$ cat config.mk
export PLATFORM = sky130hd
export DESIGN_NAME = frame_buffer_top
export DESIGN_NICKNAME = d
export VERILOG_FILES = /design/src/rtl/fb_pkg.sv /design/src/rtl/fb_scan_reader.sv /design/src/rtl/fb_host_port.sv /design/src/rtl/fb_sram_arbiter.sv /design/src/rtl/fb_prefetch_fifo.sv /design/src/rtl/frame_buffer_top.sv
export SDC_FILE = /design/constraint.sdc
export NUM_CORES = 1
export LEC_CHECK = 0
export BUFFER_PORTS_ARGS = -buffer_cell sky130_fd_sc_hd__buf_2
export CORE_MARGIN = 4
export CORE_UTILIZATION = 57
export CTS_BUF_LIST = sky130_fd_sc_hd__clkbuf_4 sky130_fd_sc_hd__clkbuf_8 sky130_fd_sc_hd__clkbuf_16
export DETAILED_ROUTE_END_ITERATION = 6
export PLACE_DENSITY = 0.8
export SYNTH_ARGS = -nofsm -noshare
export SYNTH_HDL_FRONTEND = slang
export SYNTH_SLANG_ARGS = --single-unit
$ cat constraint.sdc
create_clock -name sys_clk -period 4.25 [get_ports sys_clk]
set_input_delay 0.85 -clock sys_clk [delete_from_list [all_inputs] [get_ports sys_clk]]
set_output_delay 0.85 -clock sys_clk [all_outputs]
set_load 0.02 [all_outputs]
$ cat src/rtl/fb_pkg.sv
/* frame geometry, bus widths and shared types for the frame buffer
 * FIFO_DEPTH must fit in CREDIT_W bits, FRAME_WORDS must fit in ADDR_W bits
 */
`default_nettype none

package fb_pkg;

    // ------------------------------------------------------------
    // frame geometry
    // ------------------------------------------------------------

    // pixels per line
    localparam int H_DISPLAY   = 16;
    // lines per frame
    localparam int V_DISPLAY   = 8;
    localparam int FRAME_WORDS = H_DISPLAY * V_DISPLAY;

    // ------------------------------------------------------------
    // sram and pixel widths
    // ------------------------------------------------------------

    localparam int ADDR_W = 10;
    localparam int DATA_W = 16;
    // colour sits in the low bits of each word
    localparam int RGB_W  = 12;

    // prefetch slots, also the credit count after reset
    localparam int FIFO_DEPTH = 8;
    // holds 0 .. FIFO_DEPTH
    localparam int CREDIT_W   = 4;

    // ------------------------------------------------------------
    // request types
    // ------------------------------------------------------------

    // one sram cycle, read and write never both set
    typedef struct packed {
        logic              read;
        logic              write;
        logic [ADDR_W-1:0] address;
        logic [DATA_W-1:0] writedata;
    } sram_req_t;

    // host master pins, held until waitrequest drops
    typedef struct packed {
        logic              read;
        logic              write;
        logic [ADDR_W-1:0] address;
        logic [DATA_W-1:0] writedata;
    } host_req_t;

    // owner of the sram read in flight
    typedef enum logic [1:0] {
        OWNER_NONE,
        OWNER_SCAN,
        OWNER_HOST
    } rd_owner_e;

endpackage

`default_nettype wire

$ cat src/rtl/fb_scan_reader.sv
/* raster prefetch reader, one sram read per held credit
 * reads start one cycle after reset and are granted in the cycle they are issued
 */
`timescale 1ns/10ps
`default_nettype none

module fb_scan_reader (
    input  wire               sys_clk,
    input  wire               sys_rst,
    input  wire               credit_return,
    output fb_pkg::sram_req_t scan_req
);

    // ------------------------------------------------------------
    // signals
    // ------------------------------------------------------------

    logic                        scan_en;
    logic                        issue;
    logic                        h_last;
    logic                        v_last;
    logic [fb_pkg::CREDIT_W-1:0] credits;
    logic [fb_pkg::CREDIT_W-1:0] credit_add;
    logic [fb_pkg::CREDIT_W-1:0] credit_sub;
    logic [fb_pkg::ADDR_W-1:0]   h_cnt;
    logic [fb_pkg::ADDR_W-1:0]   v_cnt;
    logic [fb_pkg::ADDR_W-1:0]   line_base;

    // ------------------------------------------------------------
    // credit counter
    // ------------------------------------------------------------

    // a returning credit can be spent in its own cycle
    assign issue = scan_en && ((credits != '0) || credit_return);

    assign credit_add = {{(fb_pkg::CREDIT_W-1){1'b0}}, credit_return};
    assign credit_sub = {{(fb_pkg::CREDIT_W-1){1'b0}}, issue};

    always_ff @(posedge sys_clk) begin
        if (sys_rst) begin
            scan_en <= 1'b0;
            credits <= fb_pkg::FIFO_DEPTH[fb_pkg::CREDIT_W-1:0];
        end else begin
            // keeps the sram quiet in the first cycle out of reset
            scan_en <= 1'b1;
            // return and spend may land together
            credits <= credits + credit_add - credit_sub;
        end
    end

    // ------------------------------------------------------------
    // raster address
    // ------------------------------------------------------------

    assign h_last = (h_cnt == fb_pkg::H_DISPLAY - 1);
    assign v_last = (v_cnt == fb_pkg::V_DISPLAY - 1);

    // line_base tracks v_cnt * H_DISPLAY without a multiplier
    always_ff @(posedge sys_clk) begin
        if (sys_rst) begin
            h_cnt     <= '0;
            v_cnt     <= '0;
            line_base <= '0;
        end else if (issue) begin
            if (h_last) begin
                h_cnt <= '0;
                if (v_last) begin
                    // frame end, back to word 0
                    v_cnt     <= '0;
                    line_base <= '0;
                end else begin
                    v_cnt     <= v_cnt + 1'b1;
                    line_base <= line_base + fb_pkg::H_DISPLAY[fb_pkg::ADDR_W-1:0];
                end
            end else begin
                h_cnt <= h_cnt + 1'b1;
            end
        end
    end

    // read only, write data unused on this path
    assign scan_req.read      = issue;
    assign scan_req.write     = 1'b0;
    assign scan_req.address   = line_base + h_cnt;
    assign scan_req.writedata = '0;

    // ------------------------------------------------------------
    // checks
    // ------------------------------------------------------------

    // fifo never hands back more credits than slots exist
    a_credit_bound: assert property (@(posedge sys_clk) disable iff (sys_rst)
        (credits <= fb_pkg::FIFO_DEPTH[fb_pkg::CREDIT_W-1:0]) &&
        !(credit_return && (credits == fb_pkg::FIFO_DEPTH[fb_pkg::CREDIT_W-1:0])));

endmodule

`default_nettype wire

$ cat src/rtl/fb_host_port.sv
/* single outstanding host request, avalon style waitrequest handshake
 * the master must hold its request until waitrequest is low
 */
`timescale 1ns/10ps
`default_nettype none

module fb_host_port (
    input  wire               sys_clk,
    input  wire               sys_rst,
    input  wire               host_grant,
    input  wire               host_rdata_valid,
    input  wire               [fb_pkg::DATA_W-1:0] rdata,
    input  wire fb_pkg::host_req_t host,
    output fb_pkg::sram_req_t host_sram_req,
    output logic              host_waitrequest,
    output logic [fb_pkg::DATA_W-1:0] host_readdata,
    output logic              host_readdata_valid
);

    typedef enum logic [1:0] {
        IDLE,
        REQ,
        WAIT_DATA
    } host_state_e;

    host_state_e               state;
    fb_pkg::sram_req_t         req_q;
    logic [fb_pkg::DATA_W-1:0] rdata_q;
    logic                      host_active;

    assign host_active = host.read || host.write;

    // ------------------------------------------------------------
    // request fsm
    // ------------------------------------------------------------

    always_ff @(posedge sys_clk) begin
        if (sys_rst) begin
            state <= IDLE;
        end else begin
            case (state)
                IDLE: begin
                    if (host_active) begin
                        state <= REQ;
                    end
                end
                REQ: begin
                    // writes finish at the grant edge
                    if (host_grant) begin
                        state <= req_q.read ? WAIT_DATA : IDLE;
                    end
                end
                WAIT_DATA: begin
                    // data is back exactly one cycle after grant
                    if (host_rdata_valid) begin
                        state <= IDLE;
                    end
                end
                default: state <= IDLE;
            endcase
        end
    end

    // capture the held request
    always_ff @(posedge sys_clk) begin
        if ((state == IDLE) && host_active) begin
            req_q.read      <= host.read;
            req_q.write     <= host.write;
            req_q.address   <= host.address;
            req_q.writedata <= host.writedata;
        end
    end

    // only present to the arbiter while pending
    always_comb begin
        host_sram_req       = req_q;
        host_sram_req.read  = (state == REQ) && req_q.read;
        host_sram_req.write = (state == REQ) && req_q.write;
    end

    // low on grant, also low when idle with nothing asked
    assign host_waitrequest = !(((state == REQ) && host_grant) ||
                                ((state == IDLE) && !host_active));

    // ------------------------------------------------------------
    // read return
    // ------------------------------------------------------------

    assign host_readdata_valid = (state == WAIT_DATA) && host_rdata_valid;

    // last word kept stable after the valid pulse
    always_ff @(posedge sys_clk) begin
        if (host_readdata_valid) begin
            rdata_q <= rdata;
        end
    end

    assign host_readdata = host_readdata_valid ? rdata : rdata_q;

    // arbiter must return the word next cycle, no new request meanwhile
    a_read_return: assert property (@(posedge sys_clk) disable iff (sys_rst)
        (state == WAIT_DATA) |-> host_rdata_valid);

endmodule

`default_nettype wire

$ cat src/rtl/fb_sram_arbiter.sv
/* fixed priority sram arbiter, scan reads always win
 * assumes one cycle sram read latency, rdata is shared by both owners
 */
`timescale 1ns/10ps
`default_nettype none

module fb_sram_arbiter (
    input  wire                        sys_clk,
    input  wire                        sys_rst,
    input  wire fb_pkg::sram_req_t     scan_req,
    input  wire fb_pkg::sram_req_t     host_sram_req,
    input  wire [fb_pkg::DATA_W-1:0]   sram_readdata,
    output fb_pkg::sram_req_t          sram_req,
    output logic                       host_grant,
    output logic                       scan_rdata_valid,
    output logic                       host_rdata_valid,
    output logic [fb_pkg::DATA_W-1:0]  rdata
);

    // ------------------------------------------------------------
    // grant and sram drive
    // ------------------------------------------------------------

    logic             host_valid;
    fb_pkg::rd_owner_e owner_nxt;
    fb_pkg::rd_owner_e owner_q;

    assign host_valid = host_sram_req.read || host_sram_req.write;

    // scan needs no grant, it owns any cycle it asks for
    assign host_grant = host_valid && !scan_req.read;

    // idle host request has read and write low, safe as default
    assign sram_req = scan_req.read ? scan_req : host_sram_req;

    // ------------------------------------------------------------
    // read owner tag
    // ------------------------------------------------------------

    always_comb begin
        if (scan_req.read) begin
            owner_nxt = fb_pkg::OWNER_SCAN;
        end else if (host_grant && host_sram_req.read) begin
            owner_nxt = fb_pkg::OWNER_HOST;
        end else begin
            // writes and idle cycles return nothing
            owner_nxt = fb_pkg::OWNER_NONE;
        end
    end

    always_ff @(posedge sys_clk) begin
        if (sys_rst) begin
            owner_q <= fb_pkg::OWNER_NONE;
        end else begin
            owner_q <= owner_nxt;
        end
    end

    // steer the returning word
    assign scan_rdata_valid = (owner_q == fb_pkg::OWNER_SCAN);
    assign host_rdata_valid = (owner_q == fb_pkg::OWNER_HOST);
    assign rdata            = sram_readdata;

    // ------------------------------------------------------------
    // checks
    // ------------------------------------------------------------

    // a cycle on the sram pins is a read or a write, never both
    a_one_op: assert property (@(posedge sys_clk) disable iff (sys_rst)
        !(sram_req.read && sram_req.write));

endmodule

`default_nettype wire

$ cat src/rtl/fb_prefetch_fifo.sv
/* pixel prefetch fifo, head word shown combinationally
 * relies on the credit loop to never be pushed when full
 */
`timescale 1ns/10ps
`default_nettype none

module fb_prefetch_fifo (
    input  wire                        sys_clk,
    input  wire                        sys_rst,
    input  wire                        push,
    input  wire [fb_pkg::DATA_W-1:0]   push_data,
    input  wire                        pixel_read,
    output logic [fb_pkg::RGB_W-1:0]   pixel_rgb,
    output logic                       pixel_valid,
    output logic                       pixel_start,
    output logic                       credit_return
);

    // ------------------------------------------------------------
    // storage and pointers
    // ------------------------------------------------------------

    logic [fb_pkg::DATA_W-1:0]             mem [fb_pkg::FIFO_DEPTH];
    logic [$clog2(fb_pkg::FIFO_DEPTH)-1:0] wr_ptr;
    logic [$clog2(fb_pkg::FIFO_DEPTH)-1:0] rd_ptr;
    logic [fb_pkg::CREDIT_W-1:0]           count;
    logic                                  pop;
    logic                                  full;

    assign full = (count == fb_pkg::FIFO_DEPTH[fb_pkg::CREDIT_W-1:0]);
    assign pop  = pixel_read && pixel_valid;

    always_ff @(posedge sys_clk) begin
        if (push) begin
            mem[wr_ptr] <= push_data;
        end
    end

    always_ff @(posedge sys_clk) begin
        if (sys_rst) begin
            wr_ptr <= '0;
            rd_ptr <= '0;
            count  <= '0;
        end else begin
            // wrap written out for non power of two depths
            if (push) begin
                wr_ptr <= (wr_ptr == fb_pkg::FIFO_DEPTH - 1) ? '0 : wr_ptr + 1'b1;
            end
            if (pop) begin
                rd_ptr <= (rd_ptr == fb_pkg::FIFO_DEPTH - 1) ? '0 : rd_ptr + 1'b1;
            end
            if (push && !pop) begin
                count <= count + 1'b1;
            end else if (pop && !push) begin
                count <= count - 1'b1;
            end
        end
    end

    // ------------------------------------------------------------
    // display side
    // ------------------------------------------------------------

    assign pixel_valid = (count != '0);
    assign pixel_rgb   = mem[rd_ptr][fb_pkg::RGB_W-1:0];

    always_ff @(posedge sys_clk) begin
        if (sys_rst) begin
            pixel_start   <= 1'b0;
            credit_return <= 1'b0;
        end else begin
            // sticky once the buffer has filled up
            if (full) begin
                pixel_start <= 1'b1;
            end
            // one credit back per popped pixel
            credit_return <= pop;
        end
    end

    // overflow would mean the reader spent credits it did not hold
    a_no_overflow: assert property (@(posedge sys_clk) disable iff (sys_rst)
        !(push && full));

endmodule

`default_nettype wire

$ cat src/rtl/frame_buffer_top.sv
/* frame buffer top, everything on sys_clk
 * sram must return read data one cycle after the read, byte enables are implied all ones
 */
`timescale 1ns/10ps
`default_nettype none

module frame_buffer_top (
    input  wire                        sys_clk,
    input  wire                        sys_rst,
    // host master
    input  wire fb_pkg::host_req_t     host,
    output logic                       host_waitrequest,
    output logic [fb_pkg::DATA_W-1:0]  host_readdata,
    output logic                       host_readdata_valid,
    // display stream
    input  wire                        pixel_read,
    output logic [fb_pkg::RGB_W-1:0]   pixel_rgb,
    output logic                       pixel_valid,
    output logic                       pixel_start,
    // sram pins
    output fb_pkg::sram_req_t          sram_req,
    input  wire [fb_pkg::DATA_W-1:0]   sram_readdata
);

    // ------------------------------------------------------------
    // internal nets
    // ------------------------------------------------------------

    fb_pkg::sram_req_t         scan_req;
    fb_pkg::sram_req_t         host_sram_req;
    logic                      host_grant;
    logic                      scan_rdata_valid;
    logic                      host_rdata_valid;
    logic [fb_pkg::DATA_W-1:0] rdata;
    logic                      credit_return;

    fb_scan_reader fb_scan_reader_i (
        .sys_clk       (sys_clk),
        .sys_rst       (sys_rst),
        .credit_return (credit_return),
        .scan_req      (scan_req)
    );

    fb_host_port fb_host_port_i (
        .sys_clk             (sys_clk),
        .sys_rst             (sys_rst),
        .host_grant          (host_grant),
        .host_rdata_valid    (host_rdata_valid),
        .rdata               (rdata),
        .host                (host),
        .host_sram_req       (host_sram_req),
        .host_waitrequest    (host_waitrequest),
        .host_readdata       (host_readdata),
        .host_readdata_valid (host_readdata_valid)
    );

    fb_sram_arbiter fb_sram_arbiter_i (
        .sys_clk          (sys_clk),
        .sys_rst          (sys_rst),
        .scan_req         (scan_req),
        .host_sram_req    (host_sram_req),
        .sram_readdata    (sram_readdata),
        .sram_req         (sram_req),
        .host_grant       (host_grant),
        .scan_rdata_valid (scan_rdata_valid),
        .host_rdata_valid (host_rdata_valid),
        .rdata            (rdata)
    );

    // scan words land here, credits flow back to the reader
    fb_prefetch_fifo fb_prefetch_fifo_i (
        .sys_clk       (sys_clk),
        .sys_rst       (sys_rst),
        .push          (scan_rdata_valid),
        .push_data     (rdata),
        .pixel_read    (pixel_read),
        .pixel_rgb     (pixel_rgb),
        .pixel_valid   (pixel_valid),
        .pixel_start   (pixel_start),
        .credit_return (credit_return)
    );

endmodule

`default_nettype wire

== Word level (Yosys, flattened, before mapping) ==
Memory sizes are Yosys's and may differ from the RTL's. A register that Yosys moved wholly into a read port is not among the register bits.
Cells that the tools add are included.

* Add/sub/neg operators: 10
* Equality and inequality tests: 12
* Muxes and demuxes: 21
* Reduce and logical (&&, ||, !) cells: 28

{| class="wikitable"
|+ Operators by type and width
! kind !! number
|-
| $mux 10 || 3
|-
| $mux 28 || 1
|-
| $add 10x1->10 const B || 2
|-
| $mux 16 || 1
|-
| $logic_and 1x1->1 || 12
|-
| $mux 3 || 4
|-
| $add 10x10->10 || 1
|-
| $add 10x5->10 const B || 1
|-
| $eq 10x3->1 const B || 1
|-
| $eq 10x4->1 const B || 1
|-
| $mux 2 || 5
|-
| $mux 4 || 2
|-
| $reduce_bool 4->1 || 2
|-
| $add 3x1->3 const B || 2
|-
| $eq 3x3->1 const B || 2
|-
| $ne 2x1->1 const B || 3
|-
| $pmux 2 s3 || 1
|-
| $logic_not 1->1 || 5
|-
| $add 4x1->4 || 1
|-
| $add 4x1->4 const B || 1
|-
| $eq 2x1->1 const B || 2
|-
| $eq 2x2->1 const B || 2
|-
| $eq 4x4->1 const B || 1
|-
| $logic_or 1x1->1 || 4
|-
| 8 further kinds || 11
|}

* Bits in registers: 95
* Bits in writable memories: 128
* Input bits: 47
* Output and inout port bits: 60
* Memories: 1

{| class="wikitable"
|+ Memory list
! name !! depth !! bits a word !! read ports !! clocked after Yosys merged registers in !! wr ports !! line !! RTL
|-
| fb_prefetch_fifo_i.mem || 8 || 16 || 1 || 1 || 1 || fb_prefetch_fifo.sv:23 || <nowiki>logic [fb_pkg::DATA_W-1:0] mem [fb_pkg::FIFO_DEPTH];</nowiki>
|}

== Logic depth before layout (Yosys ltp) ==
* Depth after elaboration: 8
* Depth in mapped cells: 12
* Depth with buffers taken out: 12

== Cells and area by module ==
Synthesis repeated with hierarchy kept, for this count alone.

* Cell total of the unflattened synthesis: 591
* Area, all modules: 8494.4 um2

{| class="wikitable"
|+ By module, submodules not included
! module !! instances !! cells an instance !! area each (um2) !! sequential area each (um2)
|-
| fb_prefetch_fifo || 1 || 217 || 4391.7 || 3183.1
|-
| fb_scan_reader || 1 || 218 || 1843.0 || 620.6
|-
| fb_host_port || 1 || 102 || 1719.1 || 1201.2
|-
| fb_sram_arbiter || 1 || 54 || 540.5 || 40.0
|}

== Least setup slack after synthesis ==
Ideal clock, no wire load.

* Kind: input to register
* Start: input port host[26] (netlist bit)
* End: register fb_host_port_i.req_q (netlist bit fb_host_port_i.host_sram_req[0]) (enable)
* Setup time: 0.448 ns
* Arrival: 2.814 ns
* Slack: 0.988 ns
* Stages: 2
* Cells stage by stage: nor2_1 nor3_1

* Word-level cells in the longest chain between the ends: 2

{| class="wikitable"
|+ Ends and longest elaborated chain
! item !! line !! RTL
|-
| from (decl) || frame_buffer_top.sv:11 || <nowiki>input wire fb_pkg::host_req_t host,</nowiki>
|-
| $logic_or 1x1->1 || fb_host_port.sv:31 || <nowiki>assign host_active = host.read || host.write;</nowiki>
|-
| $logic_and 1x1->1 || fb_host_port.sv:66 || <nowiki>if ((state == IDLE) && host_active) begin</nowiki>
|-
| to (decl) || fb_host_port.sv:27 || <nowiki>fb_pkg::sram_req_t req_q;</nowiki>
|}

No other way between the ends.
A chain may end at the register's enable or synchronous reset.

== Final worst setup path ==
* Start: register fb_scan_reader_i.credits[2] (netlist bit)
* End: output port host_waitrequest

* Word-level cells in the longest chain between the ends: 8

{| class="wikitable"
|+ Ends and longest elaborated chain
! item !! line !! RTL
|-
| from (decl) || fb_scan_reader.sv:22 || <nowiki>logic [fb_pkg::CREDIT_W-1:0] credits;</nowiki>
|-
| from (signal assigned) || fb_scan_reader.sv:42 || <nowiki>credits <= fb_pkg::FIFO_DEPTH[fb_pkg::CREDIT_W-1:0];</nowiki>
|-
| from (signal assigned) || fb_scan_reader.sv:47 || <nowiki>credits <= credits + credit_add - credit_sub;</nowiki>
|-
| $reduce_bool 4->1 || fb_scan_reader.sv:34 || <nowiki>assign issue = scan_en && ((credits != '0) || credit_return);</nowiki>
|-
| $logic_or 1x1->1 || fb_scan_reader.sv:34 ||
|-
| $logic_and 1x1->1 || fb_scan_reader.sv:34 ||
|-
| $logic_not 1->1 || fb_sram_arbiter.sv:31 || <nowiki>assign host_grant = host_valid && !scan_req.read;</nowiki>
|-
| $logic_and 1x1->1 || fb_sram_arbiter.sv:31 ||
|-
| $logic_and 1x1->1 || fb_host_port.sv:82 || <nowiki>assign host_waitrequest = !(((state == REQ) && host_grant) ||</nowiki>
|-
| $logic_or 1x1->1 || fb_host_port.sv:82 ||
|-
| $logic_not 1->1 || fb_host_port.sv:82 ||
|-
| to (decl) || frame_buffer_top.sv:12 || <nowiki>output logic host_waitrequest,</nowiki>
|}

No other way between the ends.

==> results_tabular.tex <==
\begin{tabular}{lr}
\hline
Metric & Value \\
\hline
\multicolumn{2}{l}{\textbf{Status}} \\
\quad Outcome & finished clean \\
\multicolumn{2}{l}{\textbf{CTS}} \\
\quad Clock tree sinks & 190 \\
\quad Worst-Skew Late Latency & 420 ps \\
\quad Clock tree from TritonCTS & yes \\
\quad CTS Buf Count & 17 \\
\quad Clock root buffer & sky130\_fd\_sc\_hd\_\_clkbuf\_16 \\
\quad Hold buffer count at cts & 0 \\
\quad Setup bufs post-CTS & 0 \\
\quad Resized Gates After CTS & 0 \\
\quad Number of buffers on the longest clock path & 2 \\
\quad Clock-pin slew on the worst setup and hold paths & 60 ps \\
\quad H-Tree Level Count & 4 \\
\multicolumn{2}{l}{\textbf{Finish}} \\
\quad Most frequent cells in the layout & 124 x sky130\_fd\_sc\_hd\_\_edfxtp\_1, 106 x sky130\_fd\_sc\_hd\_\_buf\_2, 66 x sky130\_fd\_sc\_hd\_\_dfxtp\_1, 40 x sky130\_fd\_sc\_hd\_\_nor2\_1, 38 x sky130\_fd\_sc\_hd\_\_nand2\_1 \\
\quad Most common cell after layout, fill and taps aside & sky130\_fd\_sc\_hd\_\_edfxtp\_1 \\
\quad Net count, final & 722 \\
\quad Final core utilization & 0.684 \\
\quad Area Overhead vs Synth & 17.1\% \\
\quad Fill cell count & 934 \\
\quad Total non-filler cell area in the finished layout & 9100 um\^{}2 \\
\quad Final cell count without fillers & 841 \\
\quad Count of antenna diodes in the layout & 0 \\
\quad Fraction of final layout cells sized beyond drive strength 1 & 0.323 \\
\multicolumn{2}{l}{\textbf{Timing}} \\
\quad Setup violators final & 0 \\
\quad Pin slew with the least headroom to its limit & 998 ps \\
\quad Count of pins over their slew limit & 0 \\
\quad Maximum clock frequency & 297 MHz \\
\quad Number of hold violations in the final report & 0 \\
\quad Worst slew margin relative to its limit & 0.329 \\
\quad Post-route clock skew & 8.44 ps \\
\quad Final worst path period share & 0.793 \\
\quad RSZ-0062 raised after global routing & no \\
\quad Final worst path period need & 3370 ps \\
\quad Total negative setup slack & 0 ps \\
\multicolumn{2}{l}{\textbf{Logic synthesis}} \\
\quad Nets in the synthesized netlist & 608 \\
\quad Flip-flop and latch count after synthesis & 190 \\
\quad Post-synthesis area per instance & 14.4 um\^{}2 \\
\quad Yosys warnings & 0 \\
\quad Cells after synthesis & 538 \\
\quad Area of the mapped netlist & 7770 um\^{}2 \\
\quad Sequential-to-total area share from yosys stat & 0.649 \\
\quad Library cells used by synthesis & 47 \\
\multicolumn{2}{l}{\textbf{Worst setup path}} \\
\quad CP Capture Type & output pin \\
\quad Largest fanout on the critical path & 42 \\
\quad Type of the worst setup path & reg2out \\
\quad Cell type group with the largest total delay on the critical path & simple AND/OR/NAND/NOR gates \\
\quad Kind of launch point of the worst setup path & register \\
\quad Ordered list of cells on the worst path & inv\_1 -> ha\_1 -> or4b\_4 -> nand2\_2 -> o211ai\_1 -> o31ai\_1 -> nand2b\_1 -> buf\_2 \\
\quad Biggest cell delay along the critical path & 500 ps \\
\quad Critical path data arrival time & 2520 ps \\
\quad Data required time of the critical path & 3400 ps \\
\quad Standard cell with the maximum stage delay on the critical path & sky130\_fd\_sc\_hd\_\_or4b\_4 \\
\quad Buf+Inv Stages, Crit Path & 2 \\
\multicolumn{2}{l}{\textbf{Routing}} \\
\quad Met1 Wirelength & 5.97 mm \\
\quad Final routed wire length divided by cell count & 17.4 um \\
\quad Total via count in the routed design & 4,643 \\
\quad DRC violation count after routing & 0 \\
\quad Post-detailed-route via-to-cell ratio & 5.52 \\
\quad Routed length on met3 & 860 um \\
\quad Highest routing layer actually used & met4 \\
\quad Final WL & 14.6 mm \\
\quad Wire length on met2 & 7.54 mm \\
\quad Detailed router's first-iteration violation count & 431 \\
\quad Antenna-violating nets left & 0 \\
\quad First-pass DRT Iterations & 4 \\
\multicolumn{2}{l}{\textbf{Floorplan}} \\
\quad Overall die height & 125 um \\
\quad IO Count & 107 \\
\quad Initial core utilization & 0.584 \\
\quad Die Width & 125 um \\
\quad Site Rows & 42 \\
\quad Standard cell core area & 13,300 um\^{}2 \\
\quad Floorplan die area & 15,600 um\^{}2 \\
\multicolumn{2}{l}{\textbf{Power and ir drop}} \\
\quad Cell Pwr Density & 519 nW/um\^{}2 \\
\quad Pwr Total & 4720 uW \\
\quad Max rail drop VDD & 349 uV \\
\quad Leakage & 0.00342 uW \\
\multicolumn{2}{l}{\textbf{Worst hold path}} \\
\quad Worst min path class & reg2reg \\
\multicolumn{2}{l}{\textbf{Global routing}} \\
\quad Total gr overflow & 0 \\
\quad Global-route wire length before repair & 24.1 mm \\
\quad Via count of the first global-routing pass & 4,804 \\
\quad Pin count of the biggest net entering global routing & 43 \\
\quad Antenna violations before repair & 0 \\
\quad Global-route total usage across every layer & 0.195 \\
\multicolumn{2}{l}{\textbf{Placement}} \\
\quad \# placed instances & 809 \\
\quad Gp weighted congestion & 0.795 \\
\quad Half-perimeter wire length after detailed placement & 9.83 mm \\
\quad Number of input and output port buffers inserted & 106 \\
\quad Instance area after placement & 8510 um\^{}2 \\
\multicolumn{2}{l}{\textbf{Job}} \\
\quad Max\_cap viols & 0 \\
\hline
\end{tabular}
-- cell usage after synthesis, drive strengths merged --
master / number / area share
and2: 16 / 0.013
o21ai: 12 / 0.0082
nor2: 40 / 0.019
a21o: 4 / 0.0039
o31ai: 1 / 0.00097
or4: 1 / 0.00097
ha: 21 / 0.034
a22o: 2 / 0.0023
nor2b: 2 / 0.0016
conb: 1 / 0.00048
xnor2: 26 / 0.029
clkbuf: 7 / 0.0034
nand2b: 4 / 0.0032
mux2: 30 / 0.043
mux2i: 1 / 0.0013
edfxtp: 124 / 0.48
fa: 2 / 0.0052
mux4: 24 / 0.070
dfxtp: 66 / 0.17
nor4bb: 1 / 0.0013
or4b: 1 / 0.0018
nand3: 13 / 0.010
or3: 2 / 0.0016
a21oi: 19 / 0.012
nor4: 14 / 0.016
nor3: 16 / 0.010
inv: 15 / 0.0072
and4: 1 / 0.0011
buf: 15 / 0.013
nand4: 3 / 0.0024
a31oi: 1 / 0.00081
nand2: 40 / 0.020
and3: 4 / 0.0034
xor2: 7 / 0.0079
o211ai: 2 / 0.0019
-- worst paths after layout --
path	from	endpoint	slack, ps	cells past startpoint
max reg2reg	fb_scan_reader_i.credits[2]	fb_scan_reader_i.credits[2]	1200	12
max	fb_scan_reader_i.credits[2]	host_waitrequest	880	8
min	fb_host_port_i.rdata_q[8]	fb_host_port_i.rdata_q[8]	470	1
min reg2reg	fb_host_port_i.rdata_q[8]	fb_host_port_i.rdata_q[8]	470	1
-- power breakdown --
| group | internal, uW | switching [uW] |
|---|---|---|
| registers | 2100 | 71.3 |
| clock network | 903 | 647 |
| logic | 433 | 563 |
-- registers in the layout, summed over array words and instances, names as in the netlist, 2 cells and up, named ones only --
name,count
fb_prefetch_fifo_i.wr_ptr,3
fb_host_port_i.rdata_q,16
fb_host_port_i.state,2
fb_scan_reader_i.line_base,6
fb_scan_reader_i.v_cnt,10
fb_scan_reader_i.h_cnt,10
fb_host_port_i.req_q,2
fb_prefetch_fifo_i.rd_ptr,3
fb_prefetch_fifo_i.count,4
fb_prefetch_fifo_i.mem,96
fb_sram_arbiter_i.owner_q,2
fb_scan_reader_i.credits,4
fb_host_port_i.host_sram_req,26
-- routing by layer --
metal,track usage,vias up
li1,-,2211
met1,0.242,2278
met2,0.331,135
met3,0.0540,19
met4,0.0651,0
met5,0,-
-- layout make-up --
class | instances | area (um^2) | share of cell area
Tap cell | 176 | 220 | 0.0242
Timing Repair Buffer | 117 | 613 | 0.0674
Clock buffer | 23 | 505 | 0.0556
Clock inverter | 9 | 82.6 | 0.00908
Sequential cell | 190 | 5040 | 0.555
Inverter | 15 | 56.3 | 0.00619
Multi-Input combinational cell | 311 | 2570 | 0.283
-- kinds of logic after synthesis --
group / share of synthesized area
buffers and inverters: 0.0238
multiplexers: 0.114
adder cells (fa/ha/maj): 0.0390
flip-flops: 0.649
XOR/XNOR: 0.0372
AO/OA/AOI/OAI: 0.0303
other: 0.000483
AND/OR/NAND/NOR: 0.105
-- through the flow --
step           setup WS (ps)  hold slack, ps
2_1_floorplan            988             454
3_3_place_gp            1320             454
3_5_place_dp            1180             460
4_1_cts                  839             476
5_1_grt                  705             483
6_report                 879             473
(Power assumes the default switching activity.)
